File: config.mk
export PLATFORM = sky130hd
export DESIGN_NAME = eeprom_req_latch
export DESIGN_NICKNAME = d
export VERILOG_FILES = /design/src/verilog/eeprom_pkg.sv /design/src/verilog/eeprom_req_latch.sv
export VERILOG_INCLUDE_DIRS = /design/src /design/src/verilog
export SDC_FILE = /design/constraint.sdc
export NUM_CORES = 1
export LEC_CHECK = 0
export ABC_AREA = 1
export BUFFER_PORTS_ARGS = -buffer_cell sky130_fd_sc_hd__buf_2
export CAP_MARGIN = 10
export CORE_UTILIZATION = 35
export DETAILED_ROUTE_END_ITERATION = 7
export PLACE_DENSITY = 0.81
export SYNTH_ARGS = -nofsm -noshare
export SYNTH_HDL_FRONTEND = slang
export SYNTH_SLANG_ARGS = --single-unit
export TNS_END_PERCENT = 5
File: constraint.sdc
create_clock -name CLK -period 1.3 [get_ports CLK]
set_clock_uncertainty 0.1 [all_clocks]
set_input_delay 0.065 -clock CLK [delete_from_list [all_inputs] [get_ports CLK]]
set_output_delay 0.065 -clock CLK [all_outputs]
set_load 0.02 [all_outputs]
File: src/verilog/eeprom_cfg.svh
`ifndef EEPROM_CFG_SVH
`define EEPROM_CFG_SVH

// 24C16: 2048 bytes, block bits ride in the control byte
`define EEPROM_ADDR_W 11
`define EEPROM_DATA_W 8

`define EEPROM_DEV_CODE 4'b1010

// CLK cycles per quarter of an SCL period, 1 or more
`define EEPROM_SCL_QTR 2

`endif

File: src/verilog/eeprom_pkg.sv
`default_nettype none

package eeprom_pkg;

    typedef enum logic [0:0] {
        OP_WRITE,
        OP_READ
    } op_e;

    // one engine command per state, except idle and done
    typedef enum logic [3:0] {
        S_IDLE,
        S_START,
        S_CTRL_W,
        S_ADDR,
        S_DATA_W,
        S_RESTART,  // repeated start before the read control byte
        S_CTRL_R,
        S_DATA_R,
        S_STOP,
        S_DONE
    } seq_state_e;

endpackage

`default_nettype wire

File: src/verilog/eeprom_req_latch.sv
`timescale 1ns/1ps
`default_nettype none
`include "eeprom_cfg.svh"

module eeprom_req_latch
(
    input  wire                          CLK,
    input  wire                          RESET,
    input  wire                          WR,
    input  wire                          RD,
    input  wire [`EEPROM_ADDR_W-1:0]     ADDR,
    input  wire [`EEPROM_DATA_W-1:0]     WDATA,
    input  wire                          req_take,
    input  wire                          done_pulse,
    output logic                         req_pending,
    output eeprom_pkg::op_e              req_op,
    output logic [`EEPROM_ADDR_W-1:0]    req_addr,
    output logic [`EEPROM_DATA_W-1:0]    req_wdata
);
    import eeprom_pkg::*;

    logic busy;     // from accepted strobe until done_pulse
    logic accept;

    assign accept = !busy && (WR || RD);

    always_ff @(posedge CLK)
    begin
        if (RESET)
        begin
            busy        <= 1'b0;
            req_pending <= 1'b0;
        end
        else if (accept)
        begin
            busy        <= 1'b1;
            req_pending <= 1'b1;
        end
        else
        begin
            if (req_take)
                req_pending <= 1'b0;
            if (done_pulse)
                busy <= 1'b0;
        end
    end

    always_ff @(posedge CLK)
    begin
        if (accept)
        begin
            req_op    <= WR ? OP_WRITE : OP_READ;   // WR wins
            req_addr  <= ADDR;
            req_wdata <= WDATA;
        end
    end

    a_take_pending: assert property (@(posedge CLK) disable iff (RESET)
        req_take |-> req_pending)
        else $error("req_take without a pending request");

endmodule

`default_nettype wire

### After elaboration in Yosys (flattened, before gate mapping)

Cells that the tools add are included.

* input bits: 25
* word-level logic and storage cells: 15
* flip-flop bits (word level): 22

* muxes and demuxes: 5
* reduce and logical (&&, ||, !) cells: 5

Operators with widths (count)
* $mux 1: 5
* $reduce_bool 2->1: 2
* $logic_and 1x1->1: 1
* $logic_not 1->1: 1
* $logic_or 1x1->1: 1

### Depth between registers and ports, before layout

Gate-level depths: netlist of run 1.

* depth after elaboration: 3
* depth in mapped cells: 3
* gate-level depth less buffers: 3

### Least setup slack after synthesis of run 1

OpenSTA, ideal clock, no wires.

* path kind: register to register
* from: register busy
* to: register req_addr[0], enable pin
* setup time: 0.375 ns
* cell stages (with the launch flop): 4
* data required time: 0.825 ns
* data arrival time: 0.809 ns
* setup slack: 0.016 ns
* path through: dfxtp_1 -> inv_1 -> o21ai_2 -> inv_1

* cells in the longest elaborated chain, start to end: 2

Ends and longest elaborated chain
* from (decl): RTL line eeprom_req_latch.sv:22 `logic busy;`
* from (signal assigned): RTL line eeprom_req_latch.sv:31 `busy <= 1'b0;`
* from (signal assigned): RTL line eeprom_req_latch.sv:36 `busy <= 1'b1;`
* from (signal assigned): RTL line eeprom_req_latch.sv:44 `busy <= 1'b0;`
* $logic_not 1->1: RTL line eeprom_req_latch.sv:25 `assign accept = !busy && (WR || RD);`
* $logic_and 1x1->1: RTL line eeprom_req_latch.sv:25
* via accept: RTL line eeprom_req_latch.sv:23 `logic accept;`
* to (signal assigned): RTL line eeprom_req_latch.sv:53 `req_addr <= ADDR;`
* to (decl): RTL line eeprom_req_latch.sv:17 `` output logic [`EEPROM_ADDR_W-1:0] req_addr, ``

The timed path passes the listed nets, and every way through them passes these cells.
A chain may end at the register's enable or synchronous reset.

### Worst setup path after layout of run 1

* from: input port WR
* to: register req_wdata[7], enable pin

* cells in the longest elaborated chain, start to end: 2

Ends and longest elaborated chain
* from (decl): RTL line eeprom_req_latch.sv:9 `input wire WR,`
* $logic_or 1x1->1: RTL line eeprom_req_latch.sv:25
* $logic_and 1x1->1: RTL line eeprom_req_latch.sv:25
* via accept: RTL line eeprom_req_latch.sv:23
* to (signal assigned): RTL line eeprom_req_latch.sv:54 `req_wdata <= WDATA;`
* to (decl): RTL line eeprom_req_latch.sv:18 `` output logic [`EEPROM_DATA_W-1:0] req_wdata ``

The timed path passes the listed nets, and every way through them passes these cells.

==> results.md, run 1 <==
* Outcome: complete, no violations
* 1st-iter DRT viols at 2
* Clock Path Buffers at 2
* Most frequent cell after synthesis: edfxtp_1
* Fill cell count at 124
* Total Nets Final at 133
* Ports at 46
* Cell count after synthesis at 32
* WL/cell at 10.75 um
* Pwr/cell area at 1143 nW/um^2
* RSZ-0062 raised after global routing: false
* Worst rel slew slack at 0.8940
* WP buf/inv at 4
* Synth top area share at 0.8759
* Combinational power share at 0.186
* Max-cap violations at 0
* Die height at 46.26 um
* Pre-Repair DR Iteration Count at 2
* Crit-path leading delay family: buffers and inverters
* Fin. Hold Viols at 0
* Crit path DAT at 1.17 ns
* CP max-delay cell: dlygate4sd3_1
* DRC at 0
* Antenna fix cells at 0
* Non-Filler Instances at 132
* Synth Warn # at 0
* Vias in the first global route at 480
* Placed cell count at 104
* #FFs+latches synth at 22
* Clk slew on worst S/H paths at 0.10 ns
* Switching pwr at 0.3278 mW
* Hold WC Path Type: reg -> reg
* Port bufs at 45
* Setup CP Type: in -> reg
* Synth area leader: edfxtp_1
* Tot GR Track Use at 0.1378
* Switching Fraction at 0.2319
* Period utilisation layout at 0.9272
* Syn_area_per_cell at 21.43 sq um
* Post-layout min period at 1.205 ns
* DP Area at 969.7 sq um
* Fmax at 829.6 MHz
* Worst path max stage delay at 0.53 ns
* Clock buffer count from CTS at 3
* Share of post-route cells with drive strength above 1 at 0.4766
* Avg Vias per Cell at 3.970
* Async SR Flop Fraction at 0
* Detailed-route wire length at 1.419 mm
* DR vias at 524
* Core footprint at 1783 sq um
* Worst vdd ir at 0.6777 mV
* RD Place Congestion at 0.6044
* CTS Root Cell: clkbuf_4
* Final ANT Viol Nets at 0
* Top cells by count, synth: 20 x edfxtp_1, 5 x inv_1, 2 x a21oi_1, 2 x dfxtp_1, 2 x nand2_1
* Largest net degree at the start of global routing at 17
* Internal Power at 1.086 mW
* Post-route design area at 1236 sq um
* CP required at 1.26 ns
* Worst-margin pin slew at 0.1590 ns
* Die width at 46.26 um
* H-tree levels at 1
* Worst setup SP type: primary input
* Initial Util at 0.3846
* Synth top area cells: edfxtp_1 88%, dfxtp_1 5.8%, inv_1 2.7%
* CP Capture Type: register
* Cell row count at 15
* Number of synthesized flops with an enable pin at 20
* Die ar. at 2140 sq um
* Yosys cell types at 6
* GRT Residual Overflow at 0
* CTS tree: yes
* Leak at 0.5534 nW
* Post-Syn Nets at 57
* Layout area overhead at 80.29%
* Final setup viols at 0
* Primary FF master, synth: edfxtp_1
* Global-route wire length before repair at 1.980 mm
* Mapped Area at 685.7 sq um
* Clock sinks at 22
* Final Util at 0.6933
* Clk pwr share at 0.211
* Crit path cell chain: dlygate4sd3_1 -> buf_2 -> o21ai_2 -> inv_1 -> buf_12
* Antenna violations before repair at 0
* CP max FO at 16
* TNS Setup at 0 ns
* Clock latency on the worst-skew pair at 0.28 ns
* Final Max Slew Viols at 0
* Seq pwr share at 0.603
* Sequential area share after synthesis at 0.9343
* Hold slack final at 0.3648 ns
==> worst paths after layout <==
check / endpoint / cells after the start / slack, ns / start
hold / removal: busy$_SDFFE_PP0P_ / 2 / 0.36 / busy$_SDFFE_PP0P_
setup reg to reg: req_wdata[7]$_DFFE_PP_ / 4 / 0.21 / busy$_SDFFE_PP0P_
setup / recovery: req_wdata[7]$_DFFE_PP_ / 5 / 0.09 / WR
hold reg to reg: busy$_SDFFE_PP0P_ / 2 / 0.36 / busy$_SDFFE_PP0P_
==> area by class of cell <==
| type | count | area, sq um | area share |
|---|---|---|---|
| inverter | 5 | 18.77 | 0.01518 |
| sequential | 22 | 640.6 | 0.5182 |
| tap | 25 | 31.28 | 0.02530 |
| clock buffer | 4 | 26.28 | 0.02125 |
| timing repair buffer | 71 | 493.0 | 0.3988 |
| multi-input combinational | 5 | 26.28 | 0.02125 |
==> logic make-up after synthesis <==
kind of cell / Yosys count / share of synthesized area
AOI/OAI and AO/OA: 3 / 0.02738
DFF: 22 / 0.9343
and+or+nand+nor: 2 / 0.01095
buffers and inverters: 5 / 0.02738
==> stage by stage <==
stage / total power, mW / setup WS (ns)
floorplan: 0.9704 / 0.01585
global placement: 1.073 / 0.2328
detailed placement: 1.078 / 0.2214
CTS: 1.426 / 0.1044
global route: 1.484 / 0.04710
finish: 1.413 / 0.09461
==> sequential cells by signal, summed over array words and instances, names as in the netlist <==
name / count
req_addr: 11
req_wdata: 8
req_pending: 1
req_op: 1
busy: 1
==> layer usage <==
metal	global-route usage	routed length, um
met4	0.03529	0
met5	0	0
met3	0.03922	108
met2	0.2789	788
met1	0.1308	523
==> worst min-delay path, cell delays in order (launching register included) <==
cell and delay, ns:
dfxtp_1 0.32, nand2_1 0.06, a21oi_1 0.05
==> timing repair <==
item                      CTS  global route
buffers inserted            0             0
hold endpoints to repair   22             0
hold buffers               24             0
gates resized for setup     0             0
==> layout by cell type (no fill, tap or decap) <==
cell type / instances
dlygate4sd3_1: 24
clkbuf_4: 3
o21ai_2: 1
edfxtp_1: 20
inv_1: 5
buf_2: 45
nand2_1: 2
buf_4: 1
clkbuf_1: 1
a21oi_1: 2
dfxtp_1: 2
buf_12: 1
==> power groups by stage <==
stage	sequential (mW)	combinational, mW	clock (mW)
final	0.853	0.263	0.298
after global routing	0.859	0.284	0.340
after CTS	0.853	0.263	0.310
after detailed placement	0.870	0.208	0
after global placement	0.868	0.205	0
after floorplan	0.943	0.0273	0
Note: power is estimated with default switching activity, not from simulation.
==> run 2, diff against run 1 <==
--- a/config.mk
+++ b/config.mk
@@ -6,7 +6,6 @@
 export SDC_FILE = /design/constraint.sdc
 export NUM_CORES = 1
 export LEC_CHECK = 0
-export ABC_AREA = 1
 export BUFFER_PORTS_ARGS = -buffer_cell sky130_fd_sc_hd__buf_2
 export CAP_MARGIN = 10
 export CORE_UTILIZATION = 35
==> run 2 against run 1 <==
Synthesized area is 0.55% higher. Global-route usage up 1.5 points. Power shrank 1.1%. Setup slack lost 0.063 ns. Critical path depth fell by 3. Utilization down 1.2 points. First-iteration DRC count rose to 4.5 times the previous value.
==> results.md, run 2 <==
* 1st-iter DRT viols at 9
* Worst path max stage delay at 0.36 ns
* Hold path depth at 4
* Port bufs at 45
* Post-CTS Setup Repair Bufs at 0
* Die ar. at 2151 sq um
* DR vias at 531
* Die width at 46.38 um
* Worst-margin pin slew at 0.3797 ns
* Top cells by count, synth: 20 x edfxtp_1, 2 x a21oi_1, 2 x dfxtp_1, 2 x inv_1, 2 x nand2b_1
* CP Capture Type: register
* Fill cell count at 109
* Die height at 46.38 um
* Mapped Area at 689.4 sq um
* CP max-delay cell: clkinvlp_4
* Hold WC Path Type: in -> reg
* Post-Syn Nets at 54
* #FFs+latches synth at 22
* Post-layout min period at 1.269 ns
* Synth Warn # at 0
* RD Place Congestion at 0.5512
* Async SR Flop Fraction at 0
* Ports at 46
* Detailed-route wire length at 1.527 mm
* Synth top area share at 0.8711
* Worst setup SP type: register
* Depth of the most critical reg-to-reg path at 2
* Layout area overhead at 76.23%
* Most frequent cell after synthesis: edfxtp_1
* WL/cell at 12.02 um
* Hold Path End: req_pending$_SDFFE_PP0P_
* Core footprint at 1783 sq um
* CTS tree: yes
* Commonest non-fill, non-tap cell in the layout: buf_2
* Global-route wire length before repair at 2.132 mm
* Synth top area cells: edfxtp_1 87%, dfxtp_1 5.8%, o21bai_4 2.7%
* H-tree levels at 1
* Fmax at 788.2 MHz
* Yosys cell types at 6
* Share of post-route cells with drive strength above 1 at 0.5098
* Leak at 0.5254 nW
* Setup CP Type: reg -> reg
* CTS Root Cell: clkbuf_4
* Clk slew on worst S/H paths at 0.11 ns
* Antenna fix cells at 0
* Post-DP HPWL at 819.9 um
* Syn_area_per_cell at 23.77 sq um
* Antenna violations before repair at 0
* R2R Path End: req_addr[0]$_DFFE_PP_
* Worst rel slew slack at 0.7464
* Avg Vias per Cell at 4.181
* Number of synthesized flops with an enable pin at 20
* Non-Filler Instances at 127
* Crit-path leading delay family: buffers and inverters
* Outcome: complete, no violations
* Pre-Repair DR Iteration Count at 4
* Final ANT Viol Nets at 0
* WP buf/inv at 1
* RSZ-0062 raised after global routing: true
* Largest net degree at the start of global routing at 21
* Pwr/cell area at 1151 nW/um^2
* Vias in the first global route at 532
* TNS Setup at 0 ns
* DRC at 0
* Crit path DAT at 1.10 ns
* Period utilisation layout at 0.9760
* CP required at 1.13 ns
* Clock Path Buffers at 2
* Max reg flops at 11
* Most frequent cells in the layout: 45 x buf_2, 23 x dlygate4sd3_1, 20 x edfxtp_1
* Reg area at 641.9 sq um
* Primary FF master, synth: edfxtp_1
* Clock latency on the worst-skew pair at 0.28 ns
* Largest Register: req_addr
* Final Max Slew Viols at 0
* Fin. Hold Viols at 0
* Final setup viols at 0
* Cell count after synthesis at 29
* Sequential area share after synthesis at 0.9292
* Max-cap violations at 0
* Synth area leader: edfxtp_1
* Total Nets Final at 128
* R2R setup slack at 0.03 ns
* Cell row count at 15
* Tot GR Track Use at 0.1523
* RR Startpoint: busy$_SDFFE_PP0P_
* Worst vdd ir at 0.5691 mV
* Placed cell count at 100
* CP max FO at 20
* Crit path cell chain: o21bai_4 -> clkinvlp_4
* Largest registers: req_addr: 11 flops, req_wdata: 8 flops
* Multi-input logic area at 41.29 sq um
* Clock buffer count from CTS at 3
* Initial Util at 0.3867
* GRT Residual Overflow at 0
* Worst Min Path Start: RD
* Clock sinks at 22
-- run 2: final cells by class --
cell class,count,share of cell area
clock buffer,3,0.01854
clock inverter,1,0.003090
inverter,2,0.009269
multi-input combinational,5,0.03399
sequential,22,0.5283
tap,25,0.02575
timing repair buffer,69,0.3810
-- run 2: how the worst max path moves through the flow --
| stage | startpoint | to | cells after the start |
|---|---|---|---|
| after floorplan | busy$_SDFFE_PP0P_ | req_addr[0]$_DFFE_PP_ | 2 |
| after global placement | busy$_SDFFE_PP0P_ | req_wdata[3]$_DFFE_PP_ | 2 |
| after detailed placement | busy$_SDFFE_PP0P_ | req_addr[3]$_DFFE_PP_ | 2 |
| after CTS | busy$_SDFFE_PP0P_ | req_wdata[4]$_DFFE_PP_ | 2 |
| after global routing | busy$_SDFFE_PP0P_ | req_addr[0]$_DFFE_PP_ | 2 |
| final | busy$_SDFFE_PP0P_ | req_addr[0]$_DFFE_PP_ | 2 |
-- run 2: stage by stage --
| stage | utilization | hold slack [ns] | setup slack [ns] | power (mW) | area [sq um] |
|---|---|---|---|---|---|
| CTS | 0.6814 | 0.09492 | 0.009266 | 1.406 | 1215 |
| finish | 0.6814 | 0.1045 | 0.03126 | 1.398 | 1215 |
| global placement | 0.5368 | 0.1341 | 0.03929 | 1.062 | 957.2 |
| floorplan | - | 0.03407 | 0.1148 | 0.9753 | 693.2 |
| detailed placement | 0.5368 | 0.1433 | 0.007373 | 1.067 | 957.2 |
| global route | 0.6814 | 0.1260 | -0.03504 | 1.459 | 1215 |
-- run 2: cell families (layout without fill, tap and decap cells) --
family / Yosys count / count (layout) / share of synthesized area
AOI/OAI and AO/OA: 3 / 3 / 0.04175
buffers and inverters: 2 / 75 / 0.01089
DFF: 22 / 22 / 0.9292
and+or+nand+nor: 2 / 2 / 0.01815
-- run 2: timing repair --
action,4_1_cts,5_1_grt
setup endpoints to repair,9,20
gates resized for setup,1,0
hold buffers,23,0
hold endpoints to repair,22,0
pin swaps,0,0
-- run 2: power by group --
part	switching, mW	internal [mW]	leakage, nW
Sequential	0.0149	0.841	0.214
Combinational	0.135	0.118	0.296
Clock	0.178	0.112	0.0154
Total	0.328	1.07	0.525
-- run 2: worst register-to-register path: stages (launching register included) --
cell	delay (ns)
dfxtp_2	0.34
o21bai_4	0.12
clkinvlp_4	0.36
-- run 2: metal layers --
metal / global-route usage / vias to the layer above / share of wire
li1: - / 254 / -
met1: 0.1366 / 236 / 0.37
met2: 0.2944 / 37 / 0.52
met3: 0.02745 / 4 / 0.088
met4: 0.1059 / 0 / 0.022
met5: 0 / - / 0
