==> src/verilog/eeprom_cfg.svh <==
`ifndef EEPROM_CFG_SVH
`define EEPROM_CFG_SVH

// 24C16: 2048 bytes, block bits ride in the control byte
`define EEPROM_ADDR_W 11
`define EEPROM_DATA_W 8

`define EEPROM_DEV_CODE 4'b1010

// CLK cycles per quarter of an SCL period, 1 or more
`define EEPROM_SCL_QTR 2

`endif

==> src/verilog/i2c_pkg.sv <==
`default_nettype none

package i2c_pkg;

    // byte-level commands from the sequencer
    typedef enum logic [1:0] {
        CMD_START,
        CMD_STOP,
        CMD_WRITE,
        CMD_READ
    } byte_cmd_e;

    typedef enum logic [2:0] {
        PH_IDLE,
        PH_START,
        PH_BIT,   // eight data bits
        PH_ACK,   // ninth bit
        PH_STOP
    } bit_phase_e;

endpackage

`default_nettype wire
==> src/verilog/i2c_byte_engine.sv <==
`timescale 1ns/1ps
`default_nettype none
`include "eeprom_cfg.svh"

module i2c_byte_engine
(
    input  wire                          CLK,
    input  wire                          RESET,
    input  wire                          cmd_go,
    input  wire i2c_pkg::byte_cmd_e      cmd,
    input  wire [`EEPROM_DATA_W-1:0]     tx_byte,
    input  wire                          sda_in,
    output logic                         eng_busy,
    output logic                         cmd_done,
    output logic [`EEPROM_DATA_W-1:0]    rx_byte,
    output logic                         slave_ack,
    output logic                         scl,
    output logic                         sda_oe
);
    import i2c_pkg::*;

    localparam int qtr = `EEPROM_SCL_QTR;
    localparam int qw  = (qtr > 1) ? $clog2(qtr) : 1;

    bit_phase_e phase;
    logic [qw-1:0] qcnt;
    logic [1:0] quarter;
    logic [2:0] bitcnt;
    logic [`EEPROM_DATA_W-1:0] shreg;
    logic is_read;
    logic q_end;
    logic period_end;
    logic sample;
    logic scl_nx;
    logic sda_nx;

    assign eng_busy   = (phase != PH_IDLE);
    assign q_end      = (qcnt == qw'(qtr - 1));
    assign period_end = eng_busy && q_end && (quarter == 2'd3);
    assign sample     = eng_busy && q_end && (quarter == 2'd2);  // scl is high here

    // bus levels per quarter, seen one cycle later on the pins
    always_comb
    begin
        scl_nx = scl;
        sda_nx = sda_oe;
        case (phase)
            PH_START:
            begin
                scl_nx = (quarter != 2'd3);
                sda_nx = quarter[1];    // sda falls with scl high
            end
            PH_STOP:
            begin
                scl_nx = (quarter != 2'd0);
                sda_nx = !quarter[1];   // sda rises with scl high
            end
            PH_BIT:
            begin
                scl_nx = quarter[0] ^ quarter[1];
                sda_nx = !is_read && !shreg[`EEPROM_DATA_W-1];
            end
            PH_ACK:
            begin
                scl_nx = quarter[0] ^ quarter[1];
                sda_nx = 1'b0;          // slave ack, or master nack on reads
            end
            default: ;
        endcase
    end

    always_ff @(posedge CLK)
    begin
        if (RESET)
        begin
            phase    <= PH_IDLE;
            qcnt     <= '0;
            quarter  <= 2'd0;
            cmd_done <= 1'b0;
            scl      <= 1'b1;
            sda_oe   <= 1'b0;
        end
        else
        begin
            cmd_done <= 1'b0;
            scl      <= scl_nx;
            sda_oe   <= sda_nx;
            if (cmd_go)
            begin
                qcnt    <= '0;
                quarter <= 2'd0;
                case (cmd)
                    CMD_START: phase <= PH_START;
                    CMD_STOP:  phase <= PH_STOP;
                    default:   phase <= PH_BIT;
                endcase
            end
            else if (eng_busy)
            begin
                qcnt <= q_end ? '0 : qcnt + 1'b1;
                if (q_end)
                    quarter <= quarter + 2'd1;
                if (period_end)
                begin
                    if (phase == PH_BIT)
                    begin
                        if (bitcnt == 3'd0)
                            phase <= PH_ACK;
                    end
                    else
                    begin
                        phase    <= PH_IDLE;
                        cmd_done <= 1'b1;
                    end
                end
            end
        end
    end

    always_ff @(posedge CLK)
    begin
        if (cmd_go)
        begin
            bitcnt  <= 3'd7;
            is_read <= (cmd == CMD_READ);
            shreg   <= tx_byte;
        end
        else if (phase == PH_BIT)
        begin
            if (sample && is_read)
                shreg <= {shreg[`EEPROM_DATA_W-2:0], sda_in};  // msb first
            if (period_end)
            begin
                bitcnt <= bitcnt - 3'd1;
                if (!is_read)
                    shreg <= {shreg[`EEPROM_DATA_W-2:0], 1'b0};
            end
        end
        else if (phase == PH_ACK)
        begin
            if (sample && !is_read)
                slave_ack <= !sda_in;
            if (period_end && is_read)
                rx_byte <= shreg;
        end
    end

    a_go_idle: assert property (@(posedge CLK) disable iff (RESET)
        !(cmd_go && eng_busy))
        else $error("cmd_go while engine busy");

endmodule

`default_nettype wire

==> config.mk <==
export PLATFORM = sky130hd
export DESIGN_NAME = i2c_byte_engine
export DESIGN_NICKNAME = d
export VERILOG_FILES = /design/src/verilog/i2c_pkg.sv /design/src/verilog/i2c_byte_engine.sv
export VERILOG_INCLUDE_DIRS = /design/src /design/src/verilog
export SDC_FILE = /design/constraint.sdc
export NUM_CORES = 1
export LEC_CHECK = 0
export ABC_AREA = 0
export BUFFER_PORTS_ARGS = -buffer_cell sky130_fd_sc_hd__buf_2
export CAP_MARGIN = 20
export CORE_MARGIN = 5
export CORE_UTILIZATION = 50
export CTS_BUF_LIST = sky130_fd_sc_hd__clkbuf_8
export CTS_CLUSTER_SIZE = 25
export DETAILED_ROUTE_END_ITERATION = 12
export MAX_ROUTING_LAYER = met4
export PLACE_DENSITY_LB_ADDON = 0.15
export SYNTH_ARGS = -nofsm -noshare
export SYNTH_HDL_FRONTEND = slang
export SYNTH_SLANG_ARGS = --single-unit
==> constraint.sdc <==
create_clock -name CLK -period 1.7 [get_ports CLK]
set_input_delay 0.085 -clock CLK [delete_from_list [all_inputs] [get_ports CLK]]
set_output_delay 0.085 -clock CLK [all_outputs]
set_load 0.005 [all_outputs]
-- Word-level counts from Yosys, hierarchy flattened
Index checks and enable logic that the tools add are counted.
- word-level logic and storage cells: 72
- memories kept: 0
- RAM bits: 0
- memory bits (read-only): 0
- bits of input ports: 14
- register bits: 30
- latch bits: 0
- output and inout bits: 13
- divide/modulo/power cells: 0
- bitwise gates (word level): 5
- equal/unequal tests: 10
- $mul: 0
- add/subtract/negate cells: 3
- shifts and indexed selects: 0
- reductions and logical operators: 28
- muxes and demuxes: 15
- $lt $le $gt $ge: 0
- operator list (kind ; count):
    8-bit 2-to-1 mux ; 5
    3-bit 2-to-1 mux ; 5
    4-bit AND reduction ; 2
    2-bit nonzero test ; 4
    1-bit logical AND ; 7
    2-bit equality test, second input constant ; 3
    3-bit by 2-bit equality test with 1-bit output, second input constant ; 2
    3-bit case mux with 2 select lines ; 1
    3-bit nonzero test ; 2
    1-bit zero test ; 4
    1-bit NOT ; 4
    1-bit case mux with 4 select lines ; 1
    2-bit AND reduction ; 2
    4-bit nonzero test ; 1
    2-bit OR reduction ; 2
    4-bit OR reduction ; 1
    3-bit by 1-bit equality test with 1-bit output, second input constant ; 1
    3-bit equality test, second input constant ; 1
    3-bit zero test ; 1
    3-bit by 2-bit != test with 1-bit output, second input constant ; 1
    1-bit case mux with 3 select lines ; 1
    3-bit AND reduction ; 1
    3-bit by 1-bit subtractor with 3-bit output, second input constant ; 1
    2-bit by 1-bit adder with 2-bit output, second input constant ; 1
    6 further kinds ; 7

-- Depth between registers and ports, before layout
Gate-level depths: netlist of the first run.
- depth after elaboration: 9
- depth in mapped cells: 6
- mapped depth without buffers: 6

-- Least setup slack after synthesis of the first run
No wires, ideal clock.
- path type: register to register
- start point: reg phase[1]
- end point: reg rx_byte[0], enable pin
- setup time: 370 ps
- data required time: 1330 ps
- period minus slack after synthesis: 1578 ps
- path slack: 122 ps
- buffers on the path: 1
- cell stages (with the launch flop): 5
- arrival time: 1208 ps
- path through: dfxtp_1 -> buf_2 -> nor2b_1 -> nand4_1 -> nor2_1
- word-level cells in the longest chain between the ends: 5
- elaborated cells between the ends (all ways): 8
- those cells by class: eq/ne: 2; bitwise: 1; reduce/logical: 5
- RTL lines (item ; RTL line ; text):
    start, declared ; i2c_byte_engine.sv:25 ; bit_phase_e phase;
    start signal, assigned ; i2c_byte_engine.sv:76 ; phase <= PH_IDLE;
    start signal, assigned ; i2c_byte_engine.sv:93 ; CMD_START: phase <= PH_START;
    start signal, assigned ; i2c_byte_engine.sv:94 ; CMD_STOP: phase <= PH_STOP;
    3-bit nonzero test ; i2c_byte_engine.sv:37 ; assign eng_busy = (phase != PH_IDLE);
    1-bit logical AND (2 in series) ; i2c_byte_engine.sv:39 ; assign period_end = eng_busy && q_end && (quarter == 2'd3);
    1-bit logical AND ; i2c_byte_engine.sv:143 ; if (period_end && is_read)
    4-bit AND reduction (no line) * ; - ;
    end signal, assigned ; i2c_byte_engine.sv:144 ; rx_byte <= shreg;
    end, declared ; i2c_byte_engine.sv:15 ; output logic [`EEPROM_DATA_W-1:0] rx_byte,
Every way passes the cells marked *; elsewhere a longest branch is shown, timed or not.
A chain may end at the register's enable or synchronous reset.

-- Worst setup path in the final report of the first run
- start point: reg quarter[0]
- end point: reg shreg[3] (data pin)
- word-level cells in the longest chain between the ends: 8
- elaborated cells between the ends (all ways): 10
- those cells by class: eq/ne: 2; mux: 5; reduce/logical: 3
- RTL lines (item ; RTL line ; text):
    start, declared ; i2c_byte_engine.sv:27 ; logic [1:0] quarter;
    start signal, assigned ; i2c_byte_engine.sv:102 ; quarter <= quarter + 2'd1;
    2-bit equality test ; i2c_byte_engine.sv:40 ; assign sample = eng_busy && q_end && (quarter == 2'd2);
    1-bit logical AND ; i2c_byte_engine.sv:40 ;
    1-bit logical AND ; i2c_byte_engine.sv:130 ; if (sample && is_read)
    8-bit 2-to-1 mux ; i2c_byte_engine.sv:130 ;
    8-bit 2-to-1 mux ; i2c_byte_engine.sv:135 ; if (!is_read)
    8-bit 2-to-1 mux * ; i2c_byte_engine.sv:132 ; if (period_end)
    8-bit 2-to-1 mux * ; i2c_byte_engine.sv:128 ; else if (phase == PH_BIT)
    8-bit 2-to-1 mux * ; i2c_byte_engine.sv:122 ; if (cmd_go)
    end signal, assigned ; i2c_byte_engine.sv:126 ; shreg <= tx_byte;
    end signal, assigned ; i2c_byte_engine.sv:131 ; shreg <= {shreg[`EEPROM_DATA_W-2:0], sda_in};
    end signal, assigned ; i2c_byte_engine.sv:136 ; shreg <= {shreg[`EEPROM_DATA_W-2:0], 1'b0};
    end, declared ; i2c_byte_engine.sv:29 ; logic [`EEPROM_DATA_W-1:0] shreg;
Every way passes the cells marked *; elsewhere a longest branch is shown, timed or not. The select of a mux whose other input is x is not followed.

==> flow_summary.ini, run 1 <==
[clocking]
cts_buffer_depth = 2
cts_tree = yes
root_buffer = clkbuf_8
htree_levels = 2
clkTransAtPathRegs_ps = 60
clock_sinks = 30
clock_latency_ps = 280
postCtsHoldBufs = 0
cts_buffers = 5

[cells_and_area]
layout.area.seq_um2 = 782
post_route_cells_drive_above_1_share_pct = 29.3
num_antenna_cells = 0
multiInputGateArea_um2 = 603
mostFrequentLayoutCell = buf_2
final_cell_mix = buf_2 (26), edfxtp_1 (18), o21ai_0 (16)
fillCellCount = 236
syn2layout_area_growth_pct = 22.3
fin_nets = 185

[drt]
met2_length_mm = 1.51
drt_pass1_iterations = 4
drc = 0
wl_per_cell_um = 15.5
wl_mm = 3.08
num_vias = 1196
met3WireLength_um = 208
highest_layer = met4
ant_nets = 0
wl_met1_mm = 1.27
post_drt_via_cell_ratio = 6.04
drt-initial-drc-count = 39

[sta]
final.min_clock_period_ps = 1570
fin_ws_ps = 130
fmax_mhz = 637
hold_violations = 0
setup_violations = 0
slew_headroom_pct = 74.5
whs_ps = 67.0
fin_tns_setup_ps = 0
drv_slew = 0
finalCritPeriodShare_pct = 92.4
clock_skew_ps = 3.58
worst_pin_slew_ps = 382
rsz0062_at_grt = no

[global_route]
antenna_found_initial = 0
overflow = 0
grt_util_all_layers_pct = 17.0
first_global_vias = 1175
grt_pass1_wl_mm = 5.28
grt_start_max_net_pins = 20

[floorplan]
start_util_pct = 52.4
fp-row-count = 19
coreArea_um2 = 2780
die_h_um = 64.0
die_area_um2 = 4090
boundaryPins = 27
die_w_um = 64.0

[worst_setup_path]
critPathKind = reg2reg
crit_start = quarter[0]$_SDFFE_PP0N_
cp-start-kind = register
required_ps = 1730
arrival_ps = 1600
crit_fanout = 7
r2r_start = quarter[0]$_SDFFE_PP0N_
crit_path_end_kind = register

[placement]
io_buffer_count = 26
gp_congestion = 0.884
pre_cts_ws_ps = 99.7
hpwl_mm = 2.22

[power]
p_leak_nw = 0.712
comb_power_share_pct = 7.2
power_density_nw_per_um2 = 1020
ir_worst_vdd_uv = 800
swShare_pct = 20.3
p_switching_mw = 0.370
pwr-share-seq_pct = 46.0
p_clk_share_pct = 46.8
p_int_mw = 1.45

[synth]
syn_area_per_cell_um2 = 10.9
yosysSeqAreaShare_pct = 53.6
yosys_warnings = 0
yosysUniqueCellTypes = 39
synth_edf_count = 18
synthCells = 134
async_flop_share_pct = 0
synth_flop_cell = edfxtp_1
synth_seq_cells = 30
syn_area_um2 = 1460
synthesis.nets = 153

[job]
cap_violations = 0

[run_status]
status = finished clean

[min_path]
min-delay-start = sda_in
hold_class = in2reg
## repair_timing
| action | 4_1_cts | 5_1_grt |
|---|---|---|
| setup buffers | 0 | 0 |
| setup endpoints to repair | 0 | 6 |
| resized for setup | 0 | 3 |
## routing by layer
metal / vias to the layer above / global-route usage, %
met3: 10 / 4.73
met2: 51 / 28.1
met4: 0 / 9.09
li1: 574 / -
met5: - / -
met1: 561 / 18.3
## worst max-delay path, cell delays in order, from the launching register on
cell and delay (ps):
dfxtp_2 350, inv_1 60, ha_1 240, mux2_2 350, a31oi_1 230, a2bb2oi_1 80
## state kept, by name, indices dropped and copies added, names as in the netlist, 2 cells and up
register  cells
rx_byte       8
shreg         8
bitcnt        3
phase         3
quarter       2
## layout make-up
cell class              instances  share of cell area [%]
clock buffers                   5                    3.87
clock inverters                 3                    3.58
inverters                       9                    1.90
multi-input cells              86                    33.9
flip-flops and latches         30                    43.9
well taps                      31                    2.18
repair buffers                 34                    10.7
## cell usage after synthesis (3+ instances only)
library cell | instances | area [µm²]
edfxtp_1 | 18 | 541
clkbuf_1 | 3 | 11.3
buf_2 | 3 | 15.0
nor3_1 | 4 | 20.0
dfxtp_1 | 12 | 240
nor2_1 | 4 | 15.0
a21oi_1 | 3 | 15.0
nand3_1 | 3 | 15.0
o21ai_0 | 16 | 80.1
o211ai_1 | 3 | 22.5
inv_1 | 9 | 33.8
a2bb2oi_1 | 7 | 61.3
ha_1 | 5 | 62.6
a31oi_1 | 7 | 43.8
nand2_1 | 6 | 22.5
## logic make-up after synthesis
kind of cell | Yosys count | synth area share [%]
AOI/OAI and AO/OA | 47 | 22.3
DFF | 30 | 53.6
and+or+nand+nor | 29 | 10.8
buffers and inverters | 18 | 5.41
adders and majority gates | 5 | 4.30
muxes | 4 | 2.92
xor gates and xnor gates | 1 | 0.601
## metrics by stage
stage / area, µm² / power, mW / cells / utilization (%)
3_5_place_dp: 1640 / 0.983 / 190 / 59.0
4_1_cts: 1770 / 1.83 / 198 / 63.7
2_1_floorplan: 1460 / 0.931 / 134 / -
5_1_grt: 1780 / 1.89 / 198 / 64.0
6_report: 1780 / 1.82 / 198 / 64.0
3_3_place_gp: 1640 / 0.976 / 190 / 59.0
## power by group through the flow
stage / registers (mW) / clock network, mW / logic, mW
6_report: 0.837 / 0.852 / 0.132
3_5_place_dp: 0.852 / 0 / 0.131
2_1_floorplan: 0.836 / 0 / 0.0949
4_1_cts: 0.836 / 0.864 / 0.132
5_1_grt: 0.841 / 0.896 / 0.151
3_3_place_gp: 0.849 / 0 / 0.127
## path summary, 6_finish.rpt
path                                        endpoint  depth (start not counted)  slack (ps)
worst max-delay path              shreg[3]$_DFFE_PN_                          5         130
worst min-delay path             slave_ack$_DFFE_PP_                          2          70
worst max register to register    shreg[3]$_DFFE_PN_                          5         130
worst min register to register  rx_byte[6]$_DFFE_PP_                          0         480
No activity file was read; power rests on OpenSTA's default activity.
==> inputs of run 2 (changes only) <==
--- a/config.mk
+++ b/config.mk
@@ -10,7 +10,7 @@
 export BUFFER_PORTS_ARGS = -buffer_cell sky130_fd_sc_hd__buf_2
 export CAP_MARGIN = 20
 export CORE_MARGIN = 5
-export CORE_UTILIZATION = 50
+export CORE_UTILIZATION = 55
 export CTS_BUF_LIST = sky130_fd_sc_hd__clkbuf_8
 export CTS_CLUSTER_SIZE = 25
 export DETAILED_ROUTE_END_ITERATION = 12
==> run 2 against run 1 <==
Total power shrank 17%. Clock-buffer cell count unchanged. Utilization up 4.4 points. Worst setup slack got worse by 5.6 ps. Global-route usage up 2.8 points. Critical path depth stayed put. Combinational power down 3%.
==> flow_summary.ini, run 2 (synthesis gave the netlist of run 1 again) <==
[run_status]
status = finished clean

[sta]
final.min_clock_period_ps = 1580
drv_slew = 0
slew_headroom_pct = 68.1
setup_violations = 0
fmax_mhz = 635
worst_pin_slew_ps = 477
finalCritPeriodShare_pct = 92.7
rsz0062_at_grt = no
hold_violations = 0
fin_ws_ps = 124
clock_skew_ps = 3.49
fin_tns_setup_ps = 0

[worst_setup_path]
reg2regPathDepth = 5
crit_path_end_kind = register
r2r-end = shreg[4]$_DFFE_PN_
crit_fanout = 7
required_ps = 1740
cp-start-kind = register
critPathKind = reg2reg
arrival_ps = 1610
r2r_start = quarter[0]$_SDFFE_PP0N_
r2r_slack_ps = 120

[placement]
placed_cells = 187
io_buffer_count = 26
pre_cts_ws_ps = 57.9
hpwl_mm = 2.29
gp_congestion = 0.812

[min_path]
min_path_cells = 2
min-delay-start = sda_in
hold_class = in2reg
hold_end = slave_ack$_DFFE_PP_

[cells_and_area]
fillCellCount = 189
layout.cells.non_filler = 195
final_cell_mix = buf_2 (26), edfxtp_1 (18), o21ai_0 (16)
syn2layout_area_growth_pct = 17.4
top_regs = rx_byte: 8 flops, shreg: 8 flops
fin_nets = 183
post_route_cells_drive_above_1_share_pct = 26.7
mostFrequentLayoutCell = buf_2
num_antenna_cells = 0

[floorplan]
start_util_pct = 58.3
boundaryPins = 27
die_h_um = 61.5
coreArea_um2 = 2500
die_w_um = 61.5
die_area_um2 = 3780
fp-row-count = 18

[job]
cap_violations = 0

[power]
comb_power_share_pct = 8.5
p_int_mw = 1.14
swShare_pct = 23.9
ir_worst_vdd_uv = 764
p_switching_mw = 0.359
p_leak_nw = 0.685
p_clk_share_pct = 35.6
power_density_nw_per_um2 = 879
pwr-share-seq_pct = 55.9

[drt]
wl_mm = 3.14
post_drt_via_cell_ratio = 5.94
drt-initial-drc-count = 48
num_vias = 1158
ant_nets = 0
drt_pass1_iterations = 4
wl_per_cell_um = 16.1
drc = 0

[clocking]
clkTransAtPathRegs_ps = 60
cts_setup_buffers = 0
cts_buffers = 5
clock_sinks = 30
clock_latency_ps = 280
cts_tree = yes
root_buffer = clkbuf_8
htree_levels = 2
cts_buffer_depth = 2

[global_route]
grt_pass1_wl_mm = 5.13
first_global_vias = 1133
gr-usage-met3_pct = 6.92
busiest_layer = met2
met2_usage_pct = 33.1
grt_util_all_layers_pct = 19.8
antenna_found_initial = 0
met1_usage_pct = 21.6
grt_start_max_net_pins = 20
overflow = 0
[run 2: changes by cell type in the layout (fill, tap and decap cells not counted)]
cell / change
ha_1: +1
buf_4: -2
dfxtp_2: -1
inv_1: +1
ha_2: -1
clkinv_2: +1
bufinv_16: -2
dfxtp_1: +1
[run 2: how the worst max path moves through the flow]
stage | startpoint | to | depth (start not counted)
3_5_place_dp | quarter[0]$_SDFFE_PP0N_ | shreg[1]$_DFFE_PN_ | 5
6_report | quarter[0]$_SDFFE_PP0N_ | shreg[4]$_DFFE_PN_ | 5
3_3_place_gp | quarter[0]$_SDFFE_PP0N_ | shreg[3]$_DFFE_PN_ | 5
5_1_grt | quarter[0]$_SDFFE_PP0N_ | shreg[1]$_DFFE_PN_ | 5
4_1_cts | quarter[0]$_SDFFE_PP0N_ | shreg[5]$_DFFE_PN_ | 5
2_1_floorplan | phase[1]$_SDFFE_PP0P_ | rx_byte[0]$_DFFE_PP_ | 4
[run 2: worst max-delay path, stage by stage, from the launching register on]
cell and delay, ps:
dfxtp_1 370, inv_1 80, ha_1 250, mux2_2 350, a31oi_1 210, a2bb2oi_1 80
[run 2: cell type report]
class / count / area, µm² / share of cell area, %
Tap cell: 30 / 37.5 / 2.20
Inverter: 9 / 33.8 / 1.98
Clock inverter: 3 / 12.5 / 0.732
Clock buffer: 5 / 68.8 / 4.03
Multi-Input combinational cell: 86 / 601 / 35.1
Sequential cell: 30 / 781 / 45.7
Timing Repair Buffer: 32 / 175 / 10.2
[run 2: layer usage]
| layer | vias up | wire (µm) |
|---|---|---|
| li1 | 568 | - |
| met1 | 539 | 1280 |
| met2 | 47 | 1580 |
| met3 | 4 | 253 |
| met4 | 0 | 25 |
| met5 | - | 0 |
[run 2: power groups by stage]
| stage | registers (mW) | clock network [mW] | logic, mW |
|---|---|---|---|
| after floorplan | 0.836 | 0 | 0.0949 |
| after global placement | 0.852 | 0 | 0.124 |
| after detailed placement | 0.854 | 0 | 0.126 |
| after CTS | 0.839 | 0.546 | 0.128 |
| after global routing | 0.844 | 0.581 | 0.141 |
| final | 0.840 | 0.535 | 0.128 |
[run 2: through the flow]
step / utilization (%) / hold WS, ps / area, µm² / total power [mW]
floorplan: - / 197 / 1460 / 0.931
CTS: 68.2 / 64.9 / 1710 / 1.51
detailed placement: 65.0 / 361 / 1620 / 0.980
global placement: 65.0 / 351 / 1620 / 0.975
finish: 68.4 / 70.8 / 1710 / 1.50
global route: 68.4 / 85.8 / 1710 / 1.57
[run 2: what timing repair did]
action / 4_1_cts / 5_1_grt
endpoints found under the setup margin: 0 / 7
resized for setup: 0 / 1
hold buffers: 0 / 0
hold endpoints to repair: 0 / 0
